<file path="src/decode_settings.svh">
// ~~~~~~~~~~~~~~~~~~~~~~~~~~~~
// RV32I plus the custom-0 warp controls. Integer registers only, no float file
// ~~~~~~~~~~~~~~~~~~~~~~~~~~~~
`ifndef DECODE_SETTINGS_SVH
`define DECODE_SETTINGS_SVH

`define DEC_XLEN         32
`define DEC_NUM_WARPS    4
`define DEC_NUM_THREADS  4
`define DEC_REG_BITS     5
`define DEC_IMM_BITS     20

`define DEC_OP_I         7'b0010011
`define DEC_OP_R         7'b0110011
`define DEC_OP_LUI       7'b0110111
`define DEC_OP_AUIPC     7'b0010111
`define DEC_OP_JAL       7'b1101111
`define DEC_OP_JALR      7'b1100111
`define DEC_OP_B         7'b1100011
`define DEC_OP_L         7'b0000011
`define DEC_OP_S         7'b0100011
`define DEC_OP_FENCE     7'b0001111
`define DEC_OP_SYS       7'b1110011
`define DEC_OP_EXT1      7'b0001011 // custom-0, warp controls

`define DEC_CSR_FFLAGS   12'h001
`define DEC_CSR_FRM      12'h002
`define DEC_CSR_FCSR     12'h003

`endif

</file>
<file path="src/decode_pkg.sv">
// ~~~~~~~~~~~~~~~~~~~~~~~~~~~~
// Decoded record layout. Unused fields are zero, rs3 is never used
// ~~~~~~~~~~~~~~~~~~~~~~~~~~~~
`default_nettype none

`include "decode_settings.svh"

package decode_pkg;

    typedef logic [`DEC_XLEN-1:0]                instr_t;
    typedef logic [`DEC_XLEN-1:0]                pc_t;
    typedef logic [$clog2(`DEC_NUM_WARPS)-1:0]   wid_t;
    typedef logic [`DEC_NUM_THREADS-1:0]         tmask_t;
    typedef logic [`DEC_REG_BITS-1:0]            reg_idx_t;
    typedef logic [`DEC_IMM_BITS-1:0]            imm_t;
    typedef logic [3:0]                          op_type_t;
    typedef logic [1:0]                          xregs_t;

    typedef enum logic [1:0] {
        EX_ALU = 2'd0,
        EX_LSU = 2'd1,
        EX_SFU = 2'd2
    } ex_type_e;

    typedef enum logic [1:0] {
        ALU_ARITH  = 2'd0,
        ALU_BRANCH = 2'd1
    } alu_xtype_e;

    // ALU arithmetic
    localparam op_type_t OP_ALU_ADD   = 4'd0;
    localparam op_type_t OP_ALU_SUB   = 4'd1;
    localparam op_type_t OP_ALU_SLL   = 4'd2;
    localparam op_type_t OP_ALU_SLT   = 4'd3;
    localparam op_type_t OP_ALU_SLTU  = 4'd4;
    localparam op_type_t OP_ALU_XOR   = 4'd5;
    localparam op_type_t OP_ALU_SRL   = 4'd6;
    localparam op_type_t OP_ALU_SRA   = 4'd7;
    localparam op_type_t OP_ALU_OR    = 4'd8;
    localparam op_type_t OP_ALU_AND   = 4'd9;
    localparam op_type_t OP_ALU_LUI   = 4'd10;
    localparam op_type_t OP_ALU_AUIPC = 4'd11;

    // ALU branch xtype
    localparam op_type_t OP_BR_BEQ    = 4'd0;
    localparam op_type_t OP_BR_BNE    = 4'd1;
    localparam op_type_t OP_BR_BLT    = 4'd2;
    localparam op_type_t OP_BR_BGE    = 4'd3;
    localparam op_type_t OP_BR_BLTU   = 4'd4;
    localparam op_type_t OP_BR_BGEU   = 4'd5;
    localparam op_type_t OP_BR_JAL    = 4'd6;
    localparam op_type_t OP_BR_JALR   = 4'd7;
    localparam op_type_t OP_BR_ECALL  = 4'd8;
    localparam op_type_t OP_BR_EBREAK = 4'd9;
    localparam op_type_t OP_BR_URET   = 4'd10;
    localparam op_type_t OP_BR_SRET   = 4'd11;
    localparam op_type_t OP_BR_MRET   = 4'd12;

    localparam op_type_t OP_LSU_FENCE = 4'd15; // Loads/stores use {is_store, funct3}

    localparam op_type_t OP_SFU_CSRRW   = 4'd0;
    localparam op_type_t OP_SFU_CSRRS   = 4'd1;
    localparam op_type_t OP_SFU_CSRRC   = 4'd2;
    localparam op_type_t OP_SFU_TMC     = 4'd8;
    localparam op_type_t OP_SFU_WSPAWN  = 4'd9;
    localparam op_type_t OP_SFU_SPLIT   = 4'd10;
    localparam op_type_t OP_SFU_JOIN    = 4'd11;
    localparam op_type_t OP_SFU_BARRIER = 4'd12;
    localparam op_type_t OP_SFU_PRED    = 4'd13;

    localparam int XREG_FFLAGS = 0;
    localparam int XREG_FRM    = 1;

    typedef struct packed {
        imm_t       imm;      // Offset for LSU, CSR address for SFU
        logic       use_pc;
        logic       use_imm;
        alu_xtype_e xtype;
        logic       is_store;
        logic       is_neg;
        logic       csr_imm;
    } op_args_t;

    typedef struct packed {
        wid_t   wid;
        tmask_t tmask;
        pc_t    pc;
        instr_t instr;
    } fetch_req_t;

    typedef struct packed {
        wid_t       wid;
        tmask_t     tmask;
        pc_t        pc;
        ex_type_e   ex_type;
        op_type_t   op_type;
        op_args_t   op_args;
        logic       wb;
        xregs_t     rd_xregs;
        xregs_t     wr_xregs;
        logic [2:0] used_rs; // {rs3, rs2, rs1}
        reg_idx_t   rd;
        reg_idx_t   rs1;
        reg_idx_t   rs2;
        reg_idx_t   rs3;
    } decode_rsp_t;

    typedef struct packed {
        logic valid;
        wid_t wid;
        logic unlock;
    } sched_note_t;

endpackage

`default_nettype wire

</file>
<file path="src/imm_gen.sv">
// ~~~~~~~~~~~~~~~~~~~~~~~~~~~~
// B offset is the raw 12-bit field (halfword units), not shifted
// ~~~~~~~~~~~~~~~~~~~~~~~~~~~~
`default_nettype none
`timescale 1ns/1ps

`include "decode_settings.svh"

module imm_gen import decode_pkg::*; (
    input  instr_t instr,
    output imm_t   imm
);

    localparam int EXT = `DEC_IMM_BITS - 12;

    logic [6:0]  opcode;
    logic [2:0]  funct3;
    logic [11:0] i_imm;
    logic [11:0] s_imm;
    logic [11:0] b_imm;

    assign opcode = instr[6:0];
    assign funct3 = instr[14:12];
    // Shifts carry only shamt
    assign i_imm  = (funct3[1:0] == 2'b01) ? {7'b0, instr[24:20]} : instr[31:20];
    assign s_imm  = {instr[31:25], instr[11:7]};
    assign b_imm  = {instr[31], instr[7], instr[30:25], instr[11:8]};

    always_comb begin
        case (opcode)
            `DEC_OP_I:                  imm = {{EXT{i_imm[11]}}, i_imm};
            `DEC_OP_JALR, `DEC_OP_L:    imm = {{EXT{instr[31]}}, instr[31:20]};
            `DEC_OP_S:                  imm = {{EXT{s_imm[11]}}, s_imm};
            `DEC_OP_B:                  imm = {{EXT{b_imm[11]}}, b_imm};
            `DEC_OP_JAL:                imm = {instr[31], instr[19:12], instr[20], instr[30:21]};
            `DEC_OP_LUI, `DEC_OP_AUIPC: imm = instr[31:12];
            `DEC_OP_SYS: begin
                if (funct3[1:0] != 2'b00)
                    imm = {{EXT{1'b0}}, instr[31:20]}; // CSR address
                else
                    imm = imm_t'(4); // Return address step
            end
            default:                    imm = '0;
        endcase
    end

endmodule

`default_nettype wire

</file>
<file path="src/op_decoder.sv">
// ~~~~~~~~~~~~~~~~~~~~~~~~~~~~
// Reserved funct encodings fall back to a legal op, never X
// ~~~~~~~~~~~~~~~~~~~~~~~~~~~~
`default_nettype none
`timescale 1ns/1ps

`include "decode_settings.svh"

module op_decoder import decode_pkg::*; (
    input  instr_t   instr,
    input  imm_t     imm,
    output ex_type_e ex_type,
    output op_type_t op_type,
    output op_args_t op_args,
    output logic     use_rd,
    output logic     use_rs1,
    output logic     use_rs2,
    output logic     wstall
);

    logic [6:0] opcode;
    logic [2:0] funct3;
    logic [6:0] funct7;
    op_type_t   alu_op;
    op_type_t   br_op;
    op_type_t   sys_op;

    assign opcode = instr[6:0];
    assign funct3 = instr[14:12];
    assign funct7 = instr[31:25];

    always_comb begin
        case (funct3)
            3'h0: alu_op = (opcode[5] && funct7[5]) ? OP_ALU_SUB : OP_ALU_ADD; // R-type only
            3'h1: alu_op = OP_ALU_SLL;
            3'h2: alu_op = OP_ALU_SLT;
            3'h3: alu_op = OP_ALU_SLTU;
            3'h4: alu_op = OP_ALU_XOR;
            3'h5: alu_op = funct7[5] ? OP_ALU_SRA : OP_ALU_SRL;
            3'h6: alu_op = OP_ALU_OR;
            3'h7: alu_op = OP_ALU_AND;
        endcase
    end

    always_comb begin
        case (funct3)
            3'h1:    br_op = OP_BR_BNE;
            3'h4:    br_op = OP_BR_BLT;
            3'h5:    br_op = OP_BR_BGE;
            3'h6:    br_op = OP_BR_BLTU;
            3'h7:    br_op = OP_BR_BGEU;
            default: br_op = OP_BR_BEQ;
        endcase
    end

    always_comb begin
        case (instr[31:20])
            12'h001: sys_op = OP_BR_EBREAK;
            12'h002: sys_op = OP_BR_URET;
            12'h102: sys_op = OP_BR_SRET;
            12'h302: sys_op = OP_BR_MRET;
            default: sys_op = OP_BR_ECALL;
        endcase
    end

    always_comb begin
        ex_type     = EX_ALU;
        op_type     = '0;
        op_args     = '0;
        op_args.imm = imm; // Zero for formats without one
        use_rd      = 1'b0;
        use_rs1     = 1'b0;
        use_rs2     = 1'b0;
        wstall      = 1'b0;
        case (opcode)
            `DEC_OP_I, `DEC_OP_R: begin
                op_type         = alu_op;
                op_args.use_imm = ~opcode[5];
                use_rd          = 1'b1;
                use_rs1         = 1'b1;
                use_rs2         = opcode[5];
            end
            `DEC_OP_LUI, `DEC_OP_AUIPC: begin
                op_type         = opcode[5] ? OP_ALU_LUI : OP_ALU_AUIPC;
                op_args.use_pc  = ~opcode[5];
                op_args.use_imm = 1'b1;
                use_rd          = 1'b1;
            end
            `DEC_OP_JAL, `DEC_OP_JALR, `DEC_OP_B: begin
                op_args.xtype   = ALU_BRANCH;
                op_args.use_pc  = (opcode != `DEC_OP_JALR);
                op_args.use_imm = 1'b1;
                wstall          = 1'b1;
                use_rd          = (opcode != `DEC_OP_B);
                use_rs1         = (opcode != `DEC_OP_JAL);
                use_rs2         = (opcode == `DEC_OP_B);
                if (opcode == `DEC_OP_JAL)
                    op_type = OP_BR_JAL;
                else if (opcode == `DEC_OP_JALR)
                    op_type = OP_BR_JALR;
                else
                    op_type = br_op;
            end
            `DEC_OP_FENCE: begin
                ex_type = EX_LSU;
                op_type = OP_LSU_FENCE;
            end
            `DEC_OP_L, `DEC_OP_S: begin
                ex_type          = EX_LSU;
                op_type          = {opcode[5], funct3};
                op_args.is_store = opcode[5];
                use_rd           = ~opcode[5];
                use_rs1          = 1'b1;
                use_rs2          = opcode[5];
            end
            `DEC_OP_SYS: begin
                use_rd = 1'b1;
                if (funct3[1:0] != 2'b00) begin
                    ex_type         = EX_SFU;
                    op_args.csr_imm = funct3[2];
                    use_rs1         = ~funct3[2]; // rs1 field is zimm
                    case (funct3[1:0])
                        2'd1:    op_type = OP_SFU_CSRRW;
                        2'd2:    op_type = OP_SFU_CSRRS;
                        default: op_type = OP_SFU_CSRRC;
                    endcase
                end else begin
                    op_type         = sys_op;
                    op_args.xtype   = ALU_BRANCH;
                    op_args.use_pc  = 1'b1;
                    op_args.use_imm = 1'b1;
                    wstall          = 1'b1;
                end
            end
            `DEC_OP_EXT1: begin
                if (funct7 == 7'h00 && funct3 <= 3'h5) begin
                    ex_type = EX_SFU;
                    wstall  = 1'b1;
                    use_rs1 = 1'b1;
                    case (funct3)
                        3'h0: op_type = OP_SFU_TMC;
                        3'h1: begin
                            op_type = OP_SFU_WSPAWN;
                            use_rs2 = 1'b1;
                        end
                        3'h2: begin
                            op_type        = OP_SFU_SPLIT;
                            op_args.is_neg = instr[20]; // rs2[0]
                            use_rd         = 1'b1;
                        end
                        3'h3: op_type = OP_SFU_JOIN;
                        3'h4: begin
                            op_type = OP_SFU_BARRIER;
                            use_rs2 = 1'b1;
                        end
                        default: begin // PRED
                            op_type        = OP_SFU_PRED;
                            op_args.is_neg = instr[7]; // rd[0]
                            use_rs2        = 1'b1;
                        end
                    endcase
                end
            end
            default: ;
        endcase
    end

endmodule

`default_nettype wire

</file>
<file path="src/csr_dep.sv">
// ~~~~~~~~~~~~~~~~~~~~~~~~~~~~
// Tracks FFLAGS/FRM only; other CSRs give no dependency
// ~~~~~~~~~~~~~~~~~~~~~~~~~~~~
`default_nettype none
`timescale 1ns/1ps

`include "decode_settings.svh"

module csr_dep import decode_pkg::*; (
    input  instr_t instr,
    output xregs_t rd_xregs,
    output xregs_t wr_xregs
);

    logic [11:0] addr;
    logic [2:0]  funct3;
    logic        is_csr;
    logic        hit_fflags;
    logic        hit_frm;
    logic        csr_write;

    assign addr       = instr[31:20];
    assign funct3     = instr[14:12];
    assign is_csr     = (instr[6:0] == `DEC_OP_SYS) && (funct3[1:0] != 2'b00);
    assign hit_fflags = (addr == `DEC_CSR_FFLAGS) || (addr == `DEC_CSR_FCSR);
    assign hit_frm    = (addr == `DEC_CSR_FRM) || (addr == `DEC_CSR_FCSR);
    // Set/clear with x0 or zimm 0 leaves the CSR alone
    assign csr_write  = (funct3[1:0] == 2'b01) || (instr[19:15] != 5'd0);

    always_comb begin
        rd_xregs              = '0;
        wr_xregs              = '0;
        rd_xregs[XREG_FFLAGS] = is_csr && hit_fflags;
        rd_xregs[XREG_FRM]    = is_csr && hit_frm;
        wr_xregs[XREG_FFLAGS] = is_csr && hit_fflags && csr_write;
        wr_xregs[XREG_FRM]    = is_csr && hit_frm && csr_write;
    end

endmodule

`default_nettype wire

</file>
<file path="src/decode_buffer.sv">
// ~~~~~~~~~~~~~~~~~~~~~~~~~~~~
// One entry; in_ready depends combinationally on out_ready
// ~~~~~~~~~~~~~~~~~~~~~~~~~~~~
`default_nettype none
`timescale 1ns/1ps

module decode_buffer import decode_pkg::*; (
    input  logic        clk,
    input  logic        arst_n,
    input  logic        in_valid,
    output logic        in_ready,
    input  decode_rsp_t in_data,
    output logic        out_valid,
    input  logic        out_ready,
    output decode_rsp_t out_data
);

    logic        full_q;
    decode_rsp_t data_q;

    // Take a new entry when empty or when the held one leaves this edge
    assign in_ready = ~full_q || out_ready;

    always_ff @(posedge clk or negedge arst_n) begin
        if (!arst_n) begin
            full_q <= 1'b0;
        end else if (in_ready) begin
            full_q <= in_valid;
        end
    end

    always_ff @(posedge clk) begin
        if (in_valid && in_ready) begin
            data_q <= in_data;
        end
    end

    assign out_valid = full_q;
    assign out_data  = data_q;

endmodule

`default_nettype wire

</file>
<file path="src/warp_decode.sv">
// ~~~~~~~~~~~~~~~~~~~~~~~~~~~~
// One cycle decode latency; scheduler note in the fetch cycle
// ~~~~~~~~~~~~~~~~~~~~~~~~~~~~
`default_nettype none
`timescale 1ns/1ps

module warp_decode import decode_pkg::*; (
    input  logic        clk,
    input  logic        arst_n,
    input  logic        fetch_valid,
    output logic        fetch_ready,
    input  fetch_req_t  fetch_req,
    output logic        decode_valid,
    input  logic        decode_ready,
    output decode_rsp_t decode_rsp,
    output sched_note_t sched_note
);

    instr_t      instr;
    imm_t        imm;
    ex_type_e    ex_type;
    op_type_t    op_type;
    op_args_t    op_args;
    logic        use_rd;
    logic        use_rs1;
    logic        use_rs2;
    logic        wstall;
    xregs_t      rd_xregs;
    xregs_t      wr_xregs;
    decode_rsp_t dec_rec;
    logic        fetch_fire;

    assign instr = fetch_req.instr;

    imm_gen u_imm_gen (
        .instr (instr),
        .imm   (imm)
    );

    op_decoder u_op_decoder (
        .instr   (instr),
        .imm     (imm),
        .ex_type (ex_type),
        .op_type (op_type),
        .op_args (op_args),
        .use_rd  (use_rd),
        .use_rs1 (use_rs1),
        .use_rs2 (use_rs2),
        .wstall  (wstall)
    );

    csr_dep u_csr_dep (
        .instr    (instr),
        .rd_xregs (rd_xregs),
        .wr_xregs (wr_xregs)
    );

    always_comb begin
        dec_rec          = '0; // rs3 stays zero
        dec_rec.wid      = fetch_req.wid;
        dec_rec.tmask    = fetch_req.tmask;
        dec_rec.pc       = fetch_req.pc;
        dec_rec.ex_type  = ex_type;
        dec_rec.op_type  = op_type;
        dec_rec.op_args  = op_args;
        dec_rec.wb       = use_rd && (instr[11:7] != 5'd0); // No writes to x0
        dec_rec.rd_xregs = rd_xregs;
        dec_rec.wr_xregs = wr_xregs;
        dec_rec.used_rs  = {1'b0, use_rs2, use_rs1};
        dec_rec.rd       = use_rd ? instr[11:7] : '0;
        dec_rec.rs1      = use_rs1 ? instr[19:15] : '0;
        dec_rec.rs2      = use_rs2 ? instr[24:20] : '0;
    end

    decode_buffer u_decode_buffer (
        .clk       (clk),
        .arst_n    (arst_n),
        .in_valid  (fetch_valid),
        .in_ready  (fetch_ready),
        .in_data   (dec_rec),
        .out_valid (decode_valid),
        .out_ready (decode_ready),
        .out_data  (decode_rsp)
    );

    assign fetch_fire        = fetch_valid && fetch_ready;
    assign sched_note.valid  = fetch_fire;
    assign sched_note.wid    = fetch_req.wid;
    assign sched_note.unlock = ~wstall; // Control flow holds the warp

endmodule

`default_nettype wire

</file>
<file path="config.mk">
export PLATFORM = sky130hd
export DESIGN_NAME = warp_decode
export DESIGN_NICKNAME = d
export VERILOG_FILES = /design/src/decode_pkg.sv /design/src/imm_gen.sv /design/src/op_decoder.sv /design/src/csr_dep.sv /design/src/decode_buffer.sv /design/src/warp_decode.sv
export VERILOG_INCLUDE_DIRS = /design/src
export SDC_FILE = /design/constraint.sdc
export NUM_CORES = 1
export LEC_CHECK = 0
export BUFFER_PORTS_ARGS = -buffer_cell sky130_fd_sc_hd__buf_4
export CORE_MARGIN = 1
export CORE_UTILIZATION = 54
export DETAILED_ROUTE_END_ITERATION = 8
export GPL_ROUTABILITY_DRIVEN = 0
export PLACE_DENSITY_LB_ADDON = 0.05
export SLEW_MARGIN = 5
export SYNTH_ARGS = -nofsm -noshare
export SYNTH_HDL_FRONTEND = slang
export SYNTH_HIERARCHICAL = 1
export SYNTH_SLANG_ARGS = --single-unit
</file>
<file path="constraint.sdc">
create_clock -name clk -period 4.3 [get_ports clk]
set_input_delay 0.43 -clock clk [delete_from_list [all_inputs] [get_ports clk]]
set_output_delay 0.43 -clock clk [all_outputs]
set_load 0.02 [all_outputs]
</file>
Word-level counts from Yosys, hierarchy flattened. Index checks and enable logic that the tools add are counted.

Bits in registers: 94. Latch bits: 0. Bits in writable memories: 0. Bits in read-only memories: 0. Input bits: 74. Output and inout bits: 105. Logic and storage cells: 120. Memories: 0.

Add/subtract/negate cells: 0. $mul: 0. Div/mod/pow operators: 0. $lt $le $gt $ge: 1. Eq/ne operators: 29. Shift operators: 0. Mux-type cells: 35. Bitwise operators: 4. Reductions and logical operators: 31.

Operators by type and width (number): $pmux 20 s7 (1); $pmux 4 s8 (1); $pmux 3 s5 (2); $eq 7x7->1 const B (4); $pmux 4 s7 (1); $eq 12x2->1 const B (2); $mux 12 (2); $eq 7x6->1 const B (3); $ne 7x7->1 const B (3); $eq 7x4->1 const B (2); $eq 7x5->1 const B (2); $eq 12x1->1 const B (1); $eq 12x10->1 const B (1); $eq 12x9->1 const B (1); $eq 3x3->1 const B (4); $mux 4 (3); $pmux 1 s3 (4); $pmux 3 s4 (1); $mux 1 (10); $reduce_bool 5->1 (2); $reduce_or 5->1 (2); $logic_and 1x1->1 (9); $reduce_or 3->1 (3); $pmux 1 s4 (2); 19 further kinds (34).

Logic depth before layout (Yosys ltp). Gate-level depths: netlist of the first run.

Depth in word-level cells: 5. Gate-level depth with buffers: 8. Depth with buffers taken out: 7.

Modules after synthesis. Netlist of the first run, hierarchy kept.

Modules (own cells, without submodules): decode_buffer (instances 1, cells each 103, area an instance 3026.7 µm², seq. area each 2997.9 µm²); op_decoder (instances 1, cells each 154, area an instance 1074.8 µm², seq. area each 0.0 µm²); imm_gen (instances 1, cells each 88, area an instance 619.3 µm², seq. area each 0.0 µm²); warp_decode (instances 1, cells each 23, area an instance 146.4 µm², seq. area each 0.0 µm²); csr_dep (instances 1, cells each 16, area an instance 125.1 µm², seq. area each 0.0 µm²).

Worst setup path after synthesis of the first run. Ideal clock, no wire load.

Path kind: in2out. From: in fetch_req[25] (netlist bit). To: out sched_note[0] (netlist bit). Data arrival time: 1.554 ns. Required time: 3.870 ns. Path slack: 2.316 ns. Stages: 5. Buffers on the path: 0. Path through: or4_4 nor3_4 o2111ai_2 nand2_1 inv_1.

RTL lines: from (decl) (line warp_decode.sv:12) `input fetch_req_t fetch_req,`; to (decl) (line warp_decode.sv:16) `output sched_note_t sched_note`.

==> results.sh, run 1 <==
export IMPL_status="finished with violations"
export IMPL_violations="design-rule violations"
export IMPL_tns_ns=0
export IMPL_crit_family="simple AND/OR/NAND/NOR gates"
export IMPL_dpl_hpwl_mm=8.64
export IMPL_hold_path_class="input pin to flip-flop"
export IMPL_cts_resized=0
export IMPL_startpoint_type="input pin"
export IMPL_final_setup_skew_ns=0.0195
export IMPL_synth_distinct_cells=74
export IMPL_worstPathCellList="buf_4 -> or4_4 -> nor3_4 -> o2111ai_2 -> nand2_1 -> inv_1 -> buf_4"
export IMPL_cpPeakStageDelay_ns=0.56
export IMPL_port_buffers=178
export IMPL_grt_pass1_vias=3557
export IMPL_cp_endpoint="sched_note[0]"
export IMPL_fmax_ghz=0.419
export IMPL_ir_worst_vdd_uv=218
export IMPL_grt_overflow=0
export IMPL_grt_antenna_before_repair=0
export IMPL_crit_path_end_kind="output port"
export IMPL_die_area_um2=9630
export IMPL_path_depth=7
export IMPL_finalSetupViolCount=0
export IMPL_period_minus_slack_ns=2.38
export IMPL_final_nets=619
export IMPL_critPathBufInv=3
export IMPL_timing_rr_start="u_decode_buffer/out_valid$_DFFE_PN0P_"
export IMPL_io_pins=179
export IMPL_dr_pass1_iters=8
export IMPL_cp_data_arrival_time_ns=1.95
export IMPL_reg2reg_slack_ns=2.17
export IMPL_cts_tree="done"
export IMPL_die_y_um=98.2
export IMPL_p_per_area_nw_per_um2=323
export IMPL_vias_per_cell=5.85
export IMPL_synth_cells=384
export IMPL_clock_latency_ns=0.37
export IMPL_initialDrtViolationCount=397
export IMPL_reg2reg_depth=3
export IMPL_max_slew_margin_pct=39.4
export IMPL_synth_area_top_cells="edfxtp_1, buf_4, and2_1"
export IMPL_cts_inserted_buffers=9
export IMPL_cts_setup_buffers=0
export IMPL_fill_cells=637
export IMPL_yosys_area_top_type_share_pct=59.5
export IMPL_cts_root_buf="clkbuf_8"
export IMPL_final_util_pct=72.2
export IMPL_critPathKind="input pin to output port"
export IMPL_worst_pin_slew_ns=0.909
export IMPL_rsz0062_at_grt="no"
export IMPL_crit_slowest_cell="or4_4"
export IMPL_core_area_um2=8850
export IMPL_regArea_um2=3000
export IMPL_synth_warnings=6
export IMPL_crit_fanout=6
export IMPL_grtUsageTotal_pct=25.7
export IMPL_syn_area_um2=4990
export IMPL_yosysMostFrequentCell="edfxtp_1"
export IMPL_avgSynthCellArea_um2=13.0
export IMPL_row_count=34
export IMPL_yosysSeqAreaShare_pct=60.1
export IMPL_grt_max_degree=72
export IMPL_critPathLaunch="fetch_req[25]"
export IMPL_p_leak_nw=2.61
export IMPL_finalHoldViolations=0
export IMPL_cap_violations=0
export IMPL_ys_flop_type="edfxtp_1"
export IMPL_finalCritPeriodShare_pct=55.4
export IMPL_drive_gt1_share_pct=40.6
export IMPL_vias=3818
export IMPL_clkTransAtPathRegs_ns=0.11
export IMPL_yosysTopAreaCell="edfxtp_1"
export IMPL_syn2layout_area_growth_pct=28.0
export IMPL_finalWirelength_mm=12.2
export IMPL_initial_utilization_pct=56.4
export IMPL_drcViolationCount=18
export IMPL_cts_hold_buffers=1
export IMPL_cp_required_ns=3.87
export IMPL_async_reset_ff_share_pct=1.00
export IMPL_wl_per_cell_um=18.7
export IMPL_cp_common_cell="buf_4"
export IMPL_r2r_end="u_decode_buffer/out_data[17]$_DFFE_PP_"
export IMPL_synth_commonest_cells="edfxtp_1, buf_4, nor2_1"
export IMPL_cts_htree_levels=3
export IMPL_grt_pass1_wl_mm=18.9
export IMPL_slew_violations=0
export IMPL_fp_dieW_um=98.2
export IMPL_antenna_cells=0
export IMPL_cts_sinks=100
export IMPL_clockBufferDepth=2
export IMPL_multi_input_comb_area_um2=1670
export IMPL_synth_edf_count=99
export IMPL_synth_seq_cells=100
export IMPL_final_antenna_net_count=0
-- registers in the layout (all words and copies together) (netlist names) --
signal and flops:
u_decode_buffer/out_data 99, u_decode_buffer/out_valid 1
-- layout make-up --
class | count | area share [%]
tap | 108 | 2.12
timing repair buffer | 181 | 21.3
multi-input combinational | 239 | 26.1
sequential | 100 | 46.9
clock buffer | 10 | 2.15
clock inverter | 6 | 0.881
inverter | 9 | 0.529
-- kinds of logic (layout without fill, tap and decap cells) --
kind of cell | count (synthesis) | count (layout) | synth area share (%)
compound gates | 94 | 94 | 14.0
flops | 100 | 100 | 60.1
fa+ha+maj | 5 | 5 | 1.25
simple gates | 129 | 129 | 16.8
buf+inv | 50 | 206 | 6.94
mux | 3 | 3 | 0.652
xor+xnor | 1 | 1 | 0.175
other cells | 2 | 7 | 0.150
-- metrics by stage --
stage / setup slack (ns) / power [mW] / instance area (um^2) / instances / hold WS (ns)
after global routing: 1.81 / 2.15 / 6390 / 653 / 0.189
final: 1.92 / 2.06 / 6390 / 653 / 0.230
after floorplan: 2.32 / 1.34 / 5010 / 389 / 0.134
after CTS: 1.92 / 2.08 / 6390 / 653 / 0.208
after global placement: 1.96 / 1.49 / 6180 / 636 / 0.206
after detailed placement: 1.92 / 1.50 / 6180 / 636 / 0.212
-- layer usage --
layer / share of wire [%] / routed length (um) / global-route usage, %
met5: 0 / 0 / 0
met4: 1.7 / 207 / 9.53
met3: 10 / 1240 / 7.44
met2: 48 / 5810 / 40.6
met1: 40 / 4920 / 33.9
-- cell usage in the layout (no fill, tap or decap), drive strengths merged, types with 10 or more instances in the layout --
cell type | synthesis | routed
nor2 | 21 | 21
and2 | 19 | 19
clkbuf | 4 | 10
a221o | 10 | 10
o21ai | 20 | 20
a21oi | 13 | 13
nor2b | 10 | 10
nand2 | 19 | 19
buf | 37 | 180
inv | 9 | 12
nor3 | 10 | 10
edfxtp | 99 | 99
-- how the worst min path moves through the flow --
stage	start	depth (start not counted)	endpoint	slack [ns]
after floorplan	arst_n	0	u_decode_buffer/out_valid$_DFFE_PN0P_	0.13
after global placement	arst_n	1	u_decode_buffer/out_valid$_DFFE_PN0P_	0.21
after detailed placement	arst_n	1	u_decode_buffer/out_valid$_DFFE_PN0P_	0.21
after CTS	fetch_req[35]	1	u_decode_buffer/out_data[64]$_DFFE_PP_	0.21
after global routing	fetch_req[66]	1	u_decode_buffer/out_data[95]$_DFFE_PP_	0.19
final	fetch_req[33]	1	u_decode_buffer/out_data[62]$_DFFE_PP_	0.23
-- report_power, final --
group          leakage [nW]  internal (mW)  switching [mW]  total [mW]
registers             0.982           1.13          0.0135        1.14
logic                  1.53          0.139           0.200       0.339
clock network        0.0969          0.239           0.344       0.583
-- worst reg2reg max path, cell delays in order (launching register included) --
cell,delay (ns)
dfrtp_1,0.44
nand2b_4,0.10
and2_4,0.73
buf_4,0.52
Power figures use the tool's default switching activity.
==> run 2: changes to the inputs <==
- CORE_UTILIZATION: 54 -> 50
- clock period: 4.3 -> 2.45 ns (I/O delays scaled with it)
==> run 2 against run 1 <==
Effect of this change:
- the flow now finishes without violations
- sequential cell count unchanged
- utilization shrank 5.5 points
- design area rose by 1.6%
- clock-buffer cell count did not move
- worst setup slack got worse by 1.5 ns
- largest power group unchanged
- highest routed layer unchanged
==> results.sh, run 2 (synthesized netlist as in run 1, its figures left out) <==
export IMPL_clockBufferDepth=2
export IMPL_max_slew_margin_pct=57.3
export IMPL_final_antenna_net_count=0
export IMPL_grt_overflow=0
export IMPL_critPathKind="input pin to output port"
export IMPL_crit_path_end_kind="output port"
export IMPL_largest_reg_flops=99
export IMPL_initialDrtViolationCount=353
export IMPL_ir_worst_vdd_uv=338
export IMPL_whs_endpoint="u_decode_buffer/out_data[94]$_DFFE_PP_"
export IMPL_hold_path_class="input pin to flip-flop"
export IMPL_tns_ns=0
export IMPL_cts_htree_levels=3
export IMPL_antenna_cells=0
export IMPL_final_common_cell="buf_4"
export IMPL_startpoint_type="input pin"
export IMPL_final_nets=623
export IMPL_drcViolationCount=0
export IMPL_drive_gt1_share_pct=40.8
export IMPL_cp_common_cell="buf_4"
export IMPL_port_buffers=178
export IMPL_cts_root_buf="clkbuf_8"
export IMPL_cts_resized=0
export IMPL_critPathBufInv=3
export IMPL_reg2reg_depth=3
export IMPL_min_path_cells=1
export IMPL_cts_inserted_buffers=9
export IMPL_worst_pin_slew_ns=0.635
export IMPL_timing_rr_start="u_decode_buffer/out_valid$_DFFE_PN0P_"
export IMPL_cts_tree="done"
export IMPL_grt_pass1_vias=3590
export IMPL_io_pins=179
export IMPL_final_setup_skew_ns=0.00901
export IMPL_finalSetupViolCount=0
export IMPL_clock_latency_ns=0.37
export IMPL_final_util_pct=66.7
export IMPL_core_area_um2=9730
export IMPL_p_leak_nw=2.64
export IMPL_cp_data_arrival_time_ns=1.79
export IMPL_cpPeakStageDelay_ns=0.55
export IMPL_status="completed"
export IMPL_fill_cells=762
export IMPL_grtUsageTotal_pct=23.9
export IMPL_crit_slowest_cell="or4_4"
export IMPL_period_minus_slack_ns=2.03
export IMPL_final_cell_mix="buf_4, edfxtp_1, nor2_1"
export IMPL_r2r_end="u_decode_buffer/out_data[46]$_DFFE_PP_"
export IMPL_fmax_ghz=0.492
export IMPL_grt_antenna_before_repair=0
export IMPL_cts_sinks=100
export IMPL_cp_required_ns=2.20
export IMPL_finalHoldViolations=0
export IMPL_vias=3860
export IMPL_clkTransAtPathRegs_ns=0.10
export IMPL_syn2layout_area_growth_pct=30.0
export IMPL_row_count=36
export IMPL_grt_max_degree=43
export IMPL_die_area_um2=10400
export IMPL_rsz0062_at_grt="no"
export IMPL_wl_per_cell_um=18.4
export IMPL_die_y_um=102
export IMPL_finalCritPeriodShare_pct=83.0
export IMPL_finalWirelength_mm=12.6
export IMPL_dpl_hpwl_mm=9.05
export IMPL_grt_pass1_wl_mm=18.7
export IMPL_reg2reg_slack_ns=0.76
export IMPL_holdWs_ns=0.0446
export IMPL_worstPathCellList="buf_4 -> or4_4 -> nor3_4 -> o2111ai_2 -> nand2_1 -> inv_1 -> buf_4"
export IMPL_slew_violations=0
export IMPL_fp_dieW_um=102
export IMPL_crit_family="simple AND/OR/NAND/NOR gates"
export IMPL_vias_per_cell=5.66
export IMPL_cap_violations=0
export IMPL_initial_utilization_pct=51.3
export IMPL_hold_start="fetch_req[65]"
export IMPL_crit_fanout=6
export IMPL_dr_pass1_iters=5
export IMPL_p_per_area_nw_per_um2=582
-- run 2: repair_timing --
action                     CTS  global route
buffers inserted             0             0
hold buffers                 1             0
hold endpoints to repair     1             0
setup endpoints to repair    0             0
-- run 2: final cells by class --
cell class	instances	area, um^2	area share [%]
clock buffers	10	128	1.97
clock inverters	6	95.1	1.46
inverters	9	33.8	0.520
multi-input cells	239	1670	25.7
flip-flops and latches	100	3000	46.2
well taps	133	166	2.56
repair buffers	185	1400	21.6
-- run 2: how the worst max path moves through the flow --
stage                     slack (ns)  cells past startpoint                                   from                                      to
after global placement          0.36                      6                          fetch_req[25]  u_decode_buffer/out_data[13]$_DFFE_PP_
final                           0.42                      7                          fetch_req[25]                           sched_note[0]
after global routing            0.38                      7                          fetch_req[25]                           sched_note[0]
after floorplan                 0.66                      2  u_decode_buffer/out_valid$_DFFE_PN0P_   u_decode_buffer/out_data[0]$_DFFE_PP_
after CTS                       0.43                      7                          fetch_req[25]                           sched_note[0]
after detailed placement        0.31                      6                          fetch_req[25]   u_decode_buffer/out_data[9]$_DFFE_PP_
-- run 2: through the flow --
stage / setup WS [ns] / power, mW / cell area (um^2) / instances
2_1_floorplan: 0.661 / 2.35 / 5010 / 389
3_3_place_gp: 0.363 / 2.63 / 6260 / 665
3_5_place_dp: 0.314 / 2.64 / 6260 / 665
4_1_cts: 0.427 / 3.80 / 6490 / 682
5_1_grt: 0.385 / 3.91 / 6490 / 682
6_report: 0.416 / 3.78 / 6490 / 682
-- run 2: power by group --
part           internal (mW)  leakage [nW]  switching, mW  total, mW
clock                  0.586         0.105          0.584       1.17
combinational          0.251          1.55          0.357      0.608
sequential              1.97         0.982         0.0238       2.00
total                   2.81          2.64          0.964       3.78
-- run 2: per-layer routing --
metal / track usage, % / part of all wire (%) / vias to the layer above
li1: - / - / 1771
met1: 31.4 / 39 / 1823
met2: 38.9 / 48 / 245
met3: 6.70 / 11 / 21
met4: 7.03 / 1.5 / 0
met5: 0 / 0 / -
-- run 2: worst reg2reg max path, stage by stage, from the launching register on --
cell and delay [ns]:
dfrtp_1 0.42, nand2b_4 0.10, and2_4 0.44, buf_4 0.40
==> run 3: changes to the inputs <==
- clock period: 2.45 -> 1.9 ns (I/O delays scaled with it)
==> run 3 against run 2 <==
Effect of this change:
- sequential power increased by 29%
- via count rose by 7.6%
- clock-buffer cell count rose by 3
- sequential cell count is the same
- clock power up 20%
- sequential share of layout area fell by 3.4 points
- routed wire length increased by 12%
- critical endpoint unchanged
- largest power group unchanged
- highest routed layer unchanged
==> results.sh, run 3 (synthesized netlist as in run 1, its figures left out) <==
export IMPL_period_minus_slack_ns=1.84
export IMPL_grt_antenna_before_repair=0
export IMPL_grtUsageTotal_pct=26.8
export IMPL_fin_area_um2=7000
export IMPL_reg2reg_depth=3
export IMPL_max_slew_margin_pct=51.3
export IMPL_fp_dieW_um=102
export IMPL_grt_pass1_wl_mm=20.8
export IMPL_crit_family="simple AND/OR/NAND/NOR gates"
export IMPL_worstPathCellList="buf_4 -> or4_4 -> nor3_4 -> o2111ai_2 -> buf_4 -> nand2_2 -> inv_1 -> buf_4"
export IMPL_finalCritPeriodShare_pct=96.9
export IMPL_final_setup_skew_ns=0.00689
export IMPL_finalHoldViolations=0
export IMPL_startpoint_type="input pin"
export IMPL_worst_pin_slew_ns=0.725
export IMPL_final_nets=678
export IMPL_grt_max_degree=33
export IMPL_cp_data_arrival_time_ns=1.65
export IMPL_p_comb_share_pct=18.3
export IMPL_initial_utilization_pct=51.3
export IMPL_grt_overflow=0
export IMPL_final_common_cell="buf_4"
export IMPL_core_area_um2=9730
export IMPL_fmax_ghz=0.543
export IMPL_r2r_end="u_decode_buffer/out_data[61]$_DFFE_PP_"
export IMPL_clockBufferDepth=2
export IMPL_reg2reg_slack_ns=0.51
export IMPL_die_y_um=102
export IMPL_finalSetupViolCount=0
export IMPL_drcViolationCount=0
export IMPL_whs_endpoint="u_decode_buffer/out_valid$_DFFE_PN0P_"
export IMPL_seqPwrFrac_pct=53.0
export IMPL_holdWs_ns=0.0468
export IMPL_dr_pass1_iters=5
export IMPL_drive_gt1_share_pct=39.7
export IMPL_p_clk_share_pct=28.7
export IMPL_syn2layout_area_growth_pct=40.2
export IMPL_p_sw_share_pct=26.1
export IMPL_final_cell_mix="buf_4, edfxtp_1, dlygate4sd3_1"
export IMPL_wl_per_cell_um=19.2
export IMPL_ir_worst_vdd_uv=413
export IMPL_cp_common_cell="buf_4"
export IMPL_largest_reg_flops=99
export IMPL_port_buffers=178
export IMPL_cpPeakStageDelay_ns=0.56
export IMPL_crit_fanout=4
export IMPL_post_dp_cell_area_um2=6400
export IMPL_slew_violations=0
export IMPL_cts_root_buf="clkbuf_8"
export IMPL_p_int_mw=3.60
export IMPL_final_util_pct=72.0
export IMPL_timing_rr_start="u_decode_buffer/out_valid$_DFFE_PN0P_"
export IMPL_hold_start="fetch_valid"
export IMPL_dpl_hpwl_mm=9.26
export IMPL_clkTransAtPathRegs_ns=0.09
export IMPL_crit_path_end_kind="output port"
export IMPL_p_per_area_nw_per_um2=695
export IMPL_cp_required_ns=1.71
export IMPL_cap_violations=0
export IMPL_p_switching_mw=1.27
export IMPL_min_path_cells=2
export IMPL_die_area_um2=10400
export IMPL_cts_tree="done"
export IMPL_row_count=36
export IMPL_antenna_cells=0
export IMPL_grt_pass1_vias=3877
export IMPL_hold_path_class="input pin to flip-flop"
export IMPL_cts_htree_levels=3
export IMPL_crit_slowest_cell="or4_4"
export IMPL_status="completed"
export IMPL_p_leak_nw=2.88
export IMPL_io_pins=179
export IMPL_finalWirelength_mm=14.1
export IMPL_clock_latency_ns=0.36
export IMPL_final_antenna_net_count=0
export IMPL_critPathKind="input pin to output port"
export IMPL_cts_inserted_buffers=9
export IMPL_initialDrtViolationCount=345
export IMPL_critPathLaunch="fetch_req[30]"
export IMPL_cts_sinks=100
export IMPL_vias=4153
export IMPL_tns_ns=0
export IMPL_critPathBufInv=4
export IMPL_vias_per_cell=5.64
## run 3: final cells by class
| class | count | area (um^2) |
|---|---|---|
| Sequential cell | 100 | 3000 |
| Fill cell | 691 | 2730 |
| Timing Repair Buffer | 240 | 1940 |
| Multi-Input combinational cell | 239 | 1670 |
| Tap cell | 133 | 166 |
| Clock buffer | 13 | 149 |
| Clock inverter | 3 | 47.5 |
| Inverter | 9 | 33.8 |
## run 3: worst max-delay path by stage
| stage | endpoint | slack [ns] | cells after the start |
|---|---|---|---|
| floorplan | u_decode_buffer/out_data[0]$_DFFE_PP_ | 0.11 | 2 |
| global placement | sched_note[0] | -0.001 | 8 |
| detailed placement | u_decode_buffer/out_data[5]$_DFFE_PP_ | -0.02 | 7 |
| CTS | sched_note[0] | 0.01 | 8 |
| global route | sched_note[0] | -0.004 | 8 |
| finish | sched_note[0] | 0.06 | 8 |
## run 3: timing repair
action                                  4_1_cts  5_1_grt
buffers inserted                              1        1
gates resized for setup                       0        1
gates cloned                                  0        0
endpoints found under the setup margin        1        1
pin swaps                                     1        2
endpoints found under the hold margin        39        0
hold buffers                                 39        0
## run 3: layer usage
layer  wire length, um  GRT usage, %  up-vias
met2              6770          45.0      273
li1                  -             -     1888
met1              5470          33.4     1951
met3              1560          7.59       41
met4               320          9.01        0
met5                 0             0        -
## run 3: stage by stage
stage / worst slack (ns) / std cells / total power, mW
after CTS: 0.0115 / 736 / 4.85
final: 0.0590 / 737 / 4.87
after global routing: -0.00365 / 737 / 5.01
after floorplan: 0.111 / 389 / 3.03
after global placement: -0.00105 / 680 / 3.42
after detailed placement: -0.0228 / 680 / 3.43
## run 3: worst reg2reg max path, delay by kind of cell, from the launching register on
kind	cells	cell delay, ns
DFF	1	0.42
and+or+nand+nor	2	0.41
buffers and inverters	1	0.25
## run 3: power by group through the flow
| stage | clock, mW | combinational (mW) | sequential [mW] |
|---|---|---|---|
| after CTS | 1.40 | 0.875 | 2.58 |
| after detailed placement | 0 | 0.807 | 2.63 |
| after global placement | 0 | 0.795 | 2.62 |
| after floorplan | 0 | 0.257 | 2.77 |
| final | 1.40 | 0.890 | 2.58 |
| after global routing | 1.48 | 0.941 | 2.59 |
